$ cat src/design/cps_video_consts.svh
// Video line constants shared by the tile layers and the color mixer
`default_nettype none

`ifndef CPS_VIDEO_CONSTS_SVH
`define CPS_VIDEO_CONSTS_SVH

// Scanline geometry
`define CPS_LINE_W      128
`define CPS_X_BITS      7

// Tile map is 64 columns wide, row stride in VRAM words
`define CPS_MAP_COLS    64

// VRAM word: palette in [15:12], tile code in [11:0]
`define CPS_VRAM_AW     16

// ROM word holds 8 pixels, leftmost in high nibble
`define CPS_ROM_AW      20

// Layer pixel is palette and color
`define CPS_PIX_W       8

`endif

`default_nettype wire
$ cat src/design/cps_video_pkg.sv
// Shared state types for the tilemap engine and the color mixer
`default_nettype none

package cps_video_pkg;

    // Tilemap engine sequencing
    typedef enum logic [2:0] {
        IDLE,       // Waiting for start
        MAP_RD,     // Tile code fetch
        ROM_RD,     // Pixel row fetch
        DRAW,       // Unpack 8 pixels
        DONE        // End of line pulse
    } tilemap_state_e;

    // Mixer sequencing, FINISH doubles as idle
    typedef enum logic [1:0] {
        FILL,
        MERGE,
        FINISH
    } mix_state_e;

endpackage

`default_nettype wire

$ cat src/design/cps_video.sv
// Tile layer video top joining two scroll engines to the color mixer
`timescale 1ns/1ps
`include "cps_video_consts.svh"
`default_nettype none

module cps_video (
    input  logic                    clk,
    input  logic                    rst_n,
    input  logic [7:0]              v,
    input  logic                    start,
    // Scroll registers
    input  logic [15:0]             hpos1,
    input  logic [15:0]             hpos2,
    input  logic [15:0]             vpos1,
    input  logic [15:0]             vpos2,
    input  logic [15:0]             vram1_base,
    input  logic [15:0]             vram2_base,
    // Tile map memories
    output logic [`CPS_VRAM_AW-1:0] vram1_addr,
    output logic                    vram1_cs,
    input  logic [15:0]             vram1_data,
    input  logic                    vram1_ok,
    output logic [`CPS_VRAM_AW-1:0] vram2_addr,
    output logic                    vram2_cs,
    input  logic [15:0]             vram2_data,
    input  logic                    vram2_ok,
    // Graphics ROMs
    output logic [`CPS_ROM_AW-1:0]  rom1_addr,
    output logic                    rom1_half,
    output logic                    rom1_cs,
    input  logic [31:0]             rom1_data,
    input  logic                    rom1_ok,
    output logic [`CPS_ROM_AW-1:0]  rom2_addr,
    output logic                    rom2_half,
    output logic                    rom2_cs,
    input  logic [31:0]             rom2_data,
    input  logic                    rom2_ok,
    // Frame buffer
    output logic [`CPS_PIX_W:0]     line_data,
    output logic [`CPS_X_BITS-1:0]  line_addr,
    output logic                    line_wr,
    input  logic                    line_wr_ok,
    output logic                    line_done
);

    logic [`CPS_X_BITS-1:0] buf1_addr, buf2_addr;
    logic [`CPS_PIX_W-1:0]  buf1_data, buf2_data;
    logic                   buf1_wr, buf2_wr;
    logic [2:1]             scr_done;

    // Scroll 1 uses 8x8 tiles
    cps_tilemap #(.SIZE(8)) u_scroll1 (
        .clk(clk), .rst_n(rst_n), .v(v), .start(start),
        .vram_base(vram1_base), .hpos(hpos1), .vpos(vpos1),
        .vram_addr(vram1_addr), .vram_cs(vram1_cs),
        .vram_data(vram1_data), .vram_ok(vram1_ok),
        .rom_addr(rom1_addr), .rom_half(rom1_half), .rom_cs(rom1_cs),
        .rom_data(rom1_data), .rom_ok(rom1_ok),
        .buf_addr(buf1_addr), .buf_data(buf1_data), .buf_wr(buf1_wr),
        .done(scr_done[1])
    );

    // Scroll 2 uses 16x16 tiles, two ROM words per row
    cps_tilemap #(.SIZE(16)) u_scroll2 (
        .clk(clk), .rst_n(rst_n), .v(v), .start(start),
        .vram_base(vram2_base), .hpos(hpos2), .vpos(vpos2),
        .vram_addr(vram2_addr), .vram_cs(vram2_cs),
        .vram_data(vram2_data), .vram_ok(vram2_ok),
        .rom_addr(rom2_addr), .rom_half(rom2_half), .rom_cs(rom2_cs),
        .rom_data(rom2_data), .rom_ok(rom2_ok),
        .buf_addr(buf2_addr), .buf_data(buf2_data), .buf_wr(buf2_wr),
        .done(scr_done[2])
    );

    cps_colmix u_colmix (
        .clk(clk), .rst_n(rst_n), .start(start),
        .scr1_addr(buf1_addr), .scr1_data(buf1_data), .scr1_wr(buf1_wr),
        .scr2_addr(buf2_addr), .scr2_data(buf2_data), .scr2_wr(buf2_wr),
        .scr_done(scr_done),
        .line_data(line_data), .line_addr(line_addr), .line_wr(line_wr),
        .line_wr_ok(line_wr_ok), .line_done(line_done)
    );

endmodule

`default_nettype wire

$ cat src/design/cps_colmix.sv
// Color mixer merging two layer line buffers and writing the frame buffer line
`timescale 1ns/1ps
`include "cps_video_consts.svh"
`default_nettype none

module cps_colmix (
    input  logic                   clk,
    input  logic                   rst_n,
    input  logic                   start,
    // Layer pixel writes
    input  logic [`CPS_X_BITS-1:0] scr1_addr,
    input  logic [`CPS_PIX_W-1:0]  scr1_data,
    input  logic                   scr1_wr,
    input  logic [`CPS_X_BITS-1:0] scr2_addr,
    input  logic [`CPS_PIX_W-1:0]  scr2_data,
    input  logic                   scr2_wr,
    input  logic [2:1]             scr_done,
    // Frame buffer
    output logic [`CPS_PIX_W:0]    line_data,
    output logic [`CPS_X_BITS-1:0] line_addr,
    output logic                   line_wr,
    input  logic                   line_wr_ok,
    output logic                   line_done
);

    localparam int X_BITS = `CPS_X_BITS;
    localparam logic [X_BITS-1:0] X_LAST = X_BITS'(`CPS_LINE_W - 1);

    cps_video_pkg::mix_state_e state;

    logic [`CPS_PIX_W-1:0] buf1 [`CPS_LINE_W];
    logic [`CPS_PIX_W-1:0] buf2 [`CPS_LINE_W];
    logic [`CPS_PIX_W-1:0] pix1;
    logic [`CPS_PIX_W-1:0] pix2;
    logic [2:1]            done_seen;               // Sticky layer done flags
    logic [2:1]            done_all;
    logic [X_BITS-1:0]     x;

    always_ff @(posedge clk) begin
        if (scr1_wr) begin
            buf1[scr1_addr] <= scr1_data;
        end
        if (scr2_wr) begin
            buf2[scr2_addr] <= scr2_data;
        end
    end

    assign pix1 = buf1[x];
    assign pix2 = buf2[x];

    // Layer 1 on top unless its color is 0
    assign line_data = (pix1[3:0] != 4'd0) ? {1'b0, pix1} : {1'b1, pix2};
    assign line_addr = x;
    assign line_wr   = (state == cps_video_pkg::MERGE);
    assign done_all  = done_seen | scr_done;

    always_ff @(posedge clk) begin
        if (!rst_n) begin
            state     <= cps_video_pkg::FINISH;
            done_seen <= 2'b00;
            line_done <= 1'b0;
        end else begin
            line_done <= 1'b0;
            case (state)
                cps_video_pkg::FINISH: begin
                    if (start) begin
                        done_seen <= 2'b00;         // New line
                        state     <= cps_video_pkg::FILL;
                    end
                end
                cps_video_pkg::FILL: begin
                    done_seen <= done_all;
                    if (done_all == 2'b11) begin
                        x     <= '0;
                        state <= cps_video_pkg::MERGE;
                    end
                end
                cps_video_pkg::MERGE: begin
                    if (line_wr_ok) begin           // Step only on accepted write
                        x <= x + 1'b1;
                        if (x == X_LAST) begin
                            line_done <= 1'b1;
                            state     <= cps_video_pkg::FINISH;
                        end
                    end
                end
                default: state <= cps_video_pkg::FINISH;
            endcase
        end
    end

endmodule

`default_nettype wire

$ cat src/design/cps_tilemap.sv
// Scroll layer engine fetching tile codes and pixel rows to draw one scanline
`timescale 1ns/1ps
`include "cps_video_consts.svh"
`default_nettype none

module cps_tilemap #(
    parameter int SIZE = 8                          // Tile edge, 8 or 16
) (
    input  logic                    clk,
    input  logic                    rst_n,
    input  logic [7:0]              v,
    input  logic                    start,
    input  logic [15:0]             vram_base,
    input  logic [15:0]             hpos,
    input  logic [15:0]             vpos,
    // Tile map memory
    output logic [`CPS_VRAM_AW-1:0] vram_addr,
    output logic                    vram_cs,
    input  logic [15:0]             vram_data,
    input  logic                    vram_ok,
    // Graphics ROM
    output logic [`CPS_ROM_AW-1:0]  rom_addr,
    output logic                    rom_half,
    output logic                    rom_cs,
    input  logic [31:0]             rom_data,
    input  logic                    rom_ok,
    // Layer line buffer
    output logic [`CPS_X_BITS-1:0]  buf_addr,
    output logic [`CPS_PIX_W-1:0]   buf_data,
    output logic                    buf_wr,
    output logic                    done
);

    localparam int TILE_SHIFT = $clog2(SIZE);
    localparam int HALVES     = SIZE / 8;             // ROM words per tile row
    localparam int COL_BITS   = $clog2(`CPS_MAP_COLS);
    localparam int VRAM_AW    = `CPS_VRAM_AW;
    localparam int ROM_AW     = `CPS_ROM_AW;
    localparam int X_BITS     = `CPS_X_BITS;
    localparam logic [9:0] ROW_MASK = 10'(SIZE - 1);
    localparam logic [X_BITS-1:0] X_LAST = X_BITS'(`CPS_LINE_W - 1);

    cps_video_pkg::tilemap_state_e state;

    logic [9:0]            y;                          // Scrolled line
    logic [COL_BITS-1:0]   col;                        // Current map column
    logic [COL_BITS-1:0]   map_row;
    logic [TILE_SHIFT-1:0] tile_row;
    logic [TILE_SHIFT-1:0] skip;                       // Pixels left of screen edge
    logic [X_BITS-1:0]     x;
    logic [11:0]           code;
    logic [3:0]            pal;
    logic                  half;
    logic [31:0]           pix_row;
    logic [2:0]            p;                          // Pixel within ROM word

    // Map wraps at 64 rows and 64 columns
    assign map_row   = y[TILE_SHIFT +: COL_BITS];
    assign tile_row  = y[TILE_SHIFT-1:0];
    assign vram_addr = vram_base + VRAM_AW'({map_row, col});
    assign rom_addr  = ROM_AW'({code, tile_row, half});
    assign rom_half  = half;

    always_ff @(posedge clk) begin
        if (!rst_n) begin
            state   <= cps_video_pkg::IDLE;
            vram_cs <= 1'b0;
            rom_cs  <= 1'b0;
            buf_wr  <= 1'b0;
            done    <= 1'b0;
        end else begin
            buf_wr <= 1'b0;
            done   <= 1'b0;
            case (state)
                cps_video_pkg::IDLE: begin
                    if (start) begin
                        y       <= {2'b00, v} + vpos[9:0];
                        col     <= hpos[TILE_SHIFT +: COL_BITS];
                        skip    <= TILE_SHIFT'(hpos[9:0] & ROW_MASK);
                        x       <= '0;
                        vram_cs <= 1'b1;
                        state   <= cps_video_pkg::MAP_RD;
                    end
                end
                cps_video_pkg::MAP_RD: begin
                    if (vram_ok) begin
                        code    <= vram_data[11:0];
                        pal     <= vram_data[15:12];
                        half    <= 1'b0;
                        vram_cs <= 1'b0;
                        rom_cs  <= 1'b1;
                        state   <= cps_video_pkg::ROM_RD;
                    end
                end
                cps_video_pkg::ROM_RD: begin
                    if (rom_ok) begin
                        pix_row <= rom_data;
                        p       <= 3'd0;
                        rom_cs  <= 1'b0;
                        state   <= cps_video_pkg::DRAW;
                    end
                end
                cps_video_pkg::DRAW: begin
                    pix_row <= pix_row << 4;            // Next nibble to the top
                    p       <= p + 3'd1;
                    if (skip != '0) begin
                        skip <= skip - 1'b1;
                    end else begin
                        buf_wr   <= 1'b1;
                        buf_addr <= x;
                        buf_data <= {pal, pix_row[31:28]};
                        x        <= x + 1'b1;
                    end
                    if (skip == '0 && x == X_LAST) begin
                        state <= cps_video_pkg::DONE;
                    end else if (p == 3'd7) begin
                        if (half == 1'(HALVES - 1)) begin
                            // Tile finished, move right one column
                            col     <= col + 1'b1;
                            vram_cs <= 1'b1;
                            state   <= cps_video_pkg::MAP_RD;
                        end else begin
                            half   <= 1'b1;             // Right 8 pixels of a 16 tile
                            rom_cs <= 1'b1;
                            state  <= cps_video_pkg::ROM_RD;
                        end
                    end
                end
                cps_video_pkg::DONE: begin
                    done  <= 1'b1;
                    state <= cps_video_pkg::IDLE;
                end
                default: state <= cps_video_pkg::IDLE;
            endcase
        end
    end

endmodule

`default_nettype wire

$ cat config.mk
export PLATFORM = sky130hd
export DESIGN_NAME = cps_video
export DESIGN_NICKNAME = d
export VERILOG_FILES = /design/src/design/cps_video_pkg.sv /design/src/design/cps_video.sv /design/src/design/cps_colmix.sv /design/src/design/cps_tilemap.sv
export VERILOG_INCLUDE_DIRS = /design/src /design/src/design
export SDC_FILE = /design/constraint.sdc
export NUM_CORES = 2
export LEC_CHECK = 0
export BUFFER_PORTS_ARGS = -buffer_cell sky130_fd_sc_hd__buf_2
export CORE_AREA = 3 3 409 411
export CTS_CLUSTER_DIAMETER = 80
export DETAILED_ROUTE_END_ITERATION = 12
export DIE_AREA = 0 0 412 414
export GPL_ROUTABILITY_DRIVEN = 0
export PLACE_DENSITY = 0.71
export SYNTH_ARGS = -nofsm -noshare
export SYNTH_HDL_FRONTEND = slang
export SYNTH_HIERARCHICAL = 1
export SYNTH_SLANG_ARGS = --single-unit
$ cat constraint.sdc
create_clock -name clk -period 2.87 [get_ports clk]
set_input_delay 0.287 -clock clk [delete_from_list [all_inputs] [get_ports clk]]
set_output_delay 0.287 -clock clk [all_outputs]
set_load 0.02 [all_outputs]
Yosys cells after proc, flatten, opt, wreduce, memory -nomap -nowiden
Memory sizes are Yosys's and may differ from the RTL's. A register that Yosys moved wholly into a read port is not among the register bits.
Cells that the tools add are included.
{ "classes": {"reduce_logical": 50, "magnitude_cmp": 0, "n_bitwise": 3, "add_sub_neg": 13, "n_eq_ne": 40, "n_shift": 0, "n_mul": 0, "n_div": 0, "mux": 93} }
{ "op_table": {"columns": ["op", "count"], "rows": [
  ["$pmux W32 S2", 2],
  ["$mux W32", 2],
  ["$mux W7", 7],
  ["$mux W6", 8],
  ["$pmux W7 S2", 3],
  ["$mux W3", 13],
  ["$reduce_and A6 Y1", 6],
  ["$mux W1", 33],
  ["$add A16 B12 Y16", 2],
  ["$reduce_and A4 Y1", 8],
  ["$reduce_and A3 Y1", 9],
  ["$ne A2 B2 Y1 const B", 13],
  ["$pmux W3 S4", 2],
  ["$pmux W6 S2", 2],
  ["$add A7 B1 Y7 const B", 3],
  ["$eq A7 B7 Y1 const B", 3],
  ["$ne A2 B1 Y1 const B", 9],
  ["$pmux W3 S2", 3],
  ["$reduce_bool A2 Y1", 8],
  ["$reduce_bool A3 Y1", 5],
  ["$add A6 B1 Y6 const B", 2],
  ["$eq A3 B2 Y1 const B", 4],
  ["$eq A3 B3 Y1 const B", 4],
  ["$mux W2", 6],
  ["25 further kinds", 42]
]} }
{ "word_totals": {"n_memories": 2, "latchBits": 0, "mem_bits_rw": 2048, "wordCells": 237, "reg_bits": 212, "mem_bits_ro": 0} }
{ "memory_table": {"columns": ["memory", "words", "width", "rd", "rd_ports_with_merged_regs", "wr", "line_no", "rtl"], "rows": [
  ["u_colmix.buf1", 128, 8, 1, 1, 1, "cps_colmix.sv:31", "logic [`CPS_PIX_W-1:0] buf1 [`CPS_LINE_W];"],
  ["u_colmix.buf2", 128, 8, 1, 1, 1, "cps_colmix.sv:32", "logic [`CPS_PIX_W-1:0] buf2 [`CPS_LINE_W];"]
]} }

Longest topological paths before layout
{ "logic_depth": {"ltp_word": 5, "ltp_mapped": 13, "depth_no_buf": 8} }

Cells and area by module
The synthesis kept the hierarchy.
{ "by_module_without_submodules": {"columns": ["mod", "area_per_inst_um2", "seq_area_each_um2", "n_inst", "cells_per_inst"], "rows": [
  ["cps_colmix", 80160.6, 61949.4, 1, 3598],
  ["cps_tilemap at u_scroll2", 5109.9, 2962.8, 1, 465],
  ["cps_tilemap at u_scroll1", 4838.4, 2872.8, 1, 421]
]} }

Least setup slack after synthesis
Ideal clock, no wire load.
{ "synth_timing": {"path_type": "reg-to-output", "start": "register with a tool-made name", "end": "output line_data[1]", "path_slack_ns": -0.365, "path_stages_with_launch": 12, "n_path_buf": 5, "required_ns": 2.583, "arrival_time_ns": 2.948, "cell_sequence": "dfxtp_1 buf_6 buf_6 buf_6 buf_2 buf_2 mux4_2 mux4_2 mux2i_1 o22ai_1 nor2_1 o21ai_0"} }
{ "synth_rtl": {"columns": ["element", "line_no", "rtl"], "rows": [
  ["end, declared", "cps_video.sv:39", "output logic [`CPS_PIX_W:0] line_data,"]
]} }

==> summary.md <==
| Metric | Value |
|---|---|
| Result of the run | finished with violations |
| Violated checks | negative setup slack |
| Crit path required time | around 2.6 ns |
| Net switching share of the total power | between 20% and 30% |
| Clock-pin transition on the worst setup and hold timing paths | ~0.060 ns |
| Final instance area | 0.110 mm2 |
| Reg-to-Reg Start | u_scroll2/buf_addr[6] |
| Number of vias in the routed layout | around 49000 |
| Iter 0 DRT Violations | about 6000 |
| Aggregate global routing overflow | 0 |
| Number of buffers inserted during clock tree synthesis | between 200 and 250 |
| Initial standard-cell utilization of the core | a little over half |
| Portion of the post-synthesis area used by sequential elements | approximately three quarters |
| Total global-route track usage | between 20% and 30% |
| Setup ws final | -1.68 ns |
| Register-to-register setup slack | ~0.35 ns |
| Worst-Margin Slew | around 1.2 ns |
| Met1 global-route usage | about two fifths |
| Worst hold-check path type | in2reg |
| Via count of the first global-routing pass | between 50000 and 60000 |
| Cell Area, Synth | about 0.09 mm2 |
| Hold Path Sink | u_scroll2/y[4] |
| Area occupied by registers | roughly 0.068 mm2 |
| Final setup fails | 32 |
| Async set or reset register ratio after synthesis | 0% |
| Clock root buffer master | clkbuf_16 |
| Nets@finish | between 5000 and 6000 |
| Htree depth | 4 |
| Count of antenna-violating nets left after detailed routing | 0 |
| Most common flop cell mapped by yosys | edfxtp_1 |
| Clock share of power | between 40% and 50% |
| Skew-Pair Late Insertion Delay | around 0.87 ns |
| Post-synth EDFFs | between 2000 and 2500 |
| Arrival time at the worst endpoint | 4.26 ns |
| LEAKAGE | ~37 nW |
| Endpoint of the most critical register-to-register path | u_colmix/buf2[32][5] |
| Number of cell instances on the worst register-to-register path | 5 |
| Unrepaired setup endpoints after global routing | true |
| Share of cells above drive strength 1 | a little over a third |
| Yosys cell types | 85 |
| Cells traversed along the worst timing path | buf_6 > buf_12 > buf_16 > buf_4 > mux4_2 > o22ai_4 > nor3_4 > nor4_4 > nand4_1 > buf_12 > mux2i_4 > a211o_4 > buf_6 |
| Final Hold Fails | 0 |
| Flop pwr share | between 50 and 60% |
| Routed wire length per instance | between 20 and 30 um |
| Area share of the largest cell type after synthesis | about three quarters |
| Sum of routed wire length over all layers | 227000 um |
| P_int | 53.3 mW |
| Port Buffer Count | between 200 and 300 |
| Category of the critical setup timing path | reg2out |
| Worst slack after detailed placement | -1.37 ns |
| Number of remaining DRC errors | 0 |
| Crit start category | flip-flop |
| Worst setup EP type | output port |
| Slowest stage cell, crit path | mux4_2 |
| Worst Path Max Fanout | 6 |
| Number of buffers on the longest clock path | 3 |
| Worst clock skew | 0.0399 ns |
| Die X | slightly above 400 um |
| Die area | 0.171 mm2 |
| Maximum Capacitance Violations | 0 |
| Final Util | between 60 and 70% |
| Multi-input combinational cell area | 0.0224 mm2 |
| Clock sinks | approximately 2300 |
| Worst Hold Depth | 4 |
| Met3 layer usage reported by global route | roughly 6% |
| Worst vdd ir | approximately 0.6 mV |
| Placeable Area | 0.164 mm2 |
| Cell types with the largest area share after synthesis | edfxtp_1 (75%), mux4_2 (13%), mux2i_1 (2.0%) |
| Via density | slightly above 6 |
| Highest achievable clock rate | between 200 and 250 MHz |
| Largest net degree at the start of global routing | 129 |
| Global-route wire length before repair | about 330000 um |
| Maximum single-stage delay on the critical path | ~0.53 ns |
| Post-Syn Area per Cell | between 20 and 25 um2 |
| Reported net switching power | around 14 mW |
| Floorplan row count | 149 |
| Final critical-path share of the clock period | 158% |
| Antenna violations before repair | 5 |
| CTS tree | yes |
| Synth warnings | 6 |
| Layout fillers | between 10000 and 15000 |
| Gate count after technology mapping | approximately 4500 |
| Placed Instance Area | roughly 0.098 mm2 |
| Synth-to-layout area growth | 22.5% |
| Final Critical Period | 4.55 ns |
| Combinational share of power | 3.2% |
| Die Span Y | ~410 um |
| Most heavily used metal layer in global routing | met2 |
| DP Wirelength | between 100000 and 150000 um |
| FF+latch count, synth | approximately 2300 |
| Max-slew headroom | 22.8% |
| Pwr Density | around 600 mW/mm2 |
| Yosys top cell by area | edfxtp_1 |
| GR met2 Demand/Resource | approximately 41% |
| Drt pass-1 iters | 5 |
| Top cells by count, synth | edfxtp_1 (2240), mux4_2 (535), nor2_1 (328), nand2_1 (271), mux2i_1 (176) |
| Hold path startpoint | v[3] |
| Max Transition Viols Final | 0 |
| Most common cell in the netlist | edfxtp_1 |
| Total I/O pin count | a little over 300 |
-- what timing repair did --
action | 4_1_cts | 5_1_grt
setup endpoints to repair | 33 | 34
buffers inserted | 67 | 64
pin swaps | 65 | 58
endpoints found under the hold margin | 157 | 0
hold buffers | 169 | 0
cloned | 10 | 4
gates resized for setup | 223 | 102
-- flip-flops by register name, summed over array words and instances, names as in the netlist, 8 cells and up, named ones only --
name,flops
u_scroll1/y,9
u_scroll2/buf_data,8
u_scroll2/code,12
u_scroll2/y,10
u_colmix/buf1,1024
u_scroll1/buf_data,8
u_scroll1/code,12
u_scroll2/pix_row,32
u_colmix/buf2,1024
u_scroll1/pix_row,32
-- power groups by stage --
stage	clock network, mW	logic [mW]	registers [mW]
finish	28.8	2.13	36.1
global placement	0	1.37	36.8
floorplan	0	0.904	36.8
global route	30.5	2.25	36.1
detailed placement	0	1.39	36.8
CTS	29.2	1.84	36.1
-- kinds of logic after synthesis --
kind of cell	Yosys count	synth area share (%)
AO/OA/AOI/OAI	300	2.33
XOR/XNOR	60	0.583
adder cells (fa/ha/maj)	56	0.811
buffers and inverters	257	1.53
flip-flops	2266	75.2
multiplexers	724	15.5
other	2	0.00833
AND/OR/NAND/NOR	819	4.03
-- routing by layer --
metal  share of wire [%]  routed length [um]
met1                  39               88100
met2                  48              109000
met3                  11               24000
met4                 2.8                6290
met5               0.012                  27
-- worst max-delay path, delay by kind of cell (launching register included) --
kind	cells	cell delay (ns)
AND/OR/NAND/NOR	3	0.68
flip-flops	1	0.42
buffers and inverters	6	0.94
multiplexers	2	0.74
AO/OA/AOI/OAI	2	0.59
-- how the worst max path moves through the flow --
stage / to / from / slack [ns] / cells after the start
after CTS: line_data[2] / flip-flop / -1.72 / 12
after floorplan: line_data[6] / flip-flop / -0.10 / 11
final: line_data[5] / flip-flop / -1.68 / 13
after global routing: line_data[5] / flip-flop / -1.78 / 13
after detailed placement: line_data[5] / flip-flop / -1.37 / 12
after global placement: line_data[5] / flip-flop / -1.33 / 13
-- cells in the final DEF (no fill, tap or decap), types with 41 or more instances in the layout --
master	n
a22oi_1	46
buf_12	77
buf_2	237
buf_4	616
clkbuf_16	218
clkinv_2	46
dlygate4sd3_1	169
edfxtp_1	2240
mux2i_1	160
mux4_2	535
nand2_1	268
nand3_1	41
nor2_1	319
-- per-stage QoR --
| step | total power, mW | instances | hold slack (ns) | TNS (ns) |
|---|---|---|---|---|
| after floorplan | 37.7 | 4491 | 0.349 | -0.520 |
| after global placement | 38.2 | 7304 | 0.401 | -9.32 |
| after detailed placement | 38.2 | 7304 | 0.405 | -9.87 |
| after CTS | 67.1 | 7943 | 0.0290 | -20.03 |
| after global routing | 68.9 | 8004 | 0.104 | -23.18 |
| final | 67.0 | 8005 | 0.0925 | -20.36 |
-- area by class of cell --
class / instances / share of cell area [%]
multi-input cells: 1968 / 20.3
clock inverters: 153 / 1.56
clock buffers: 246 / 4.96
well taps: 2189 / 2.48
inverters: 20 / 0.0680
repair buffers: 1160 / 9.17
flip-flops and latches: 2266 / 61.4
diodes: 3 / 0.00680
Power figures use the tool's default switching activity.
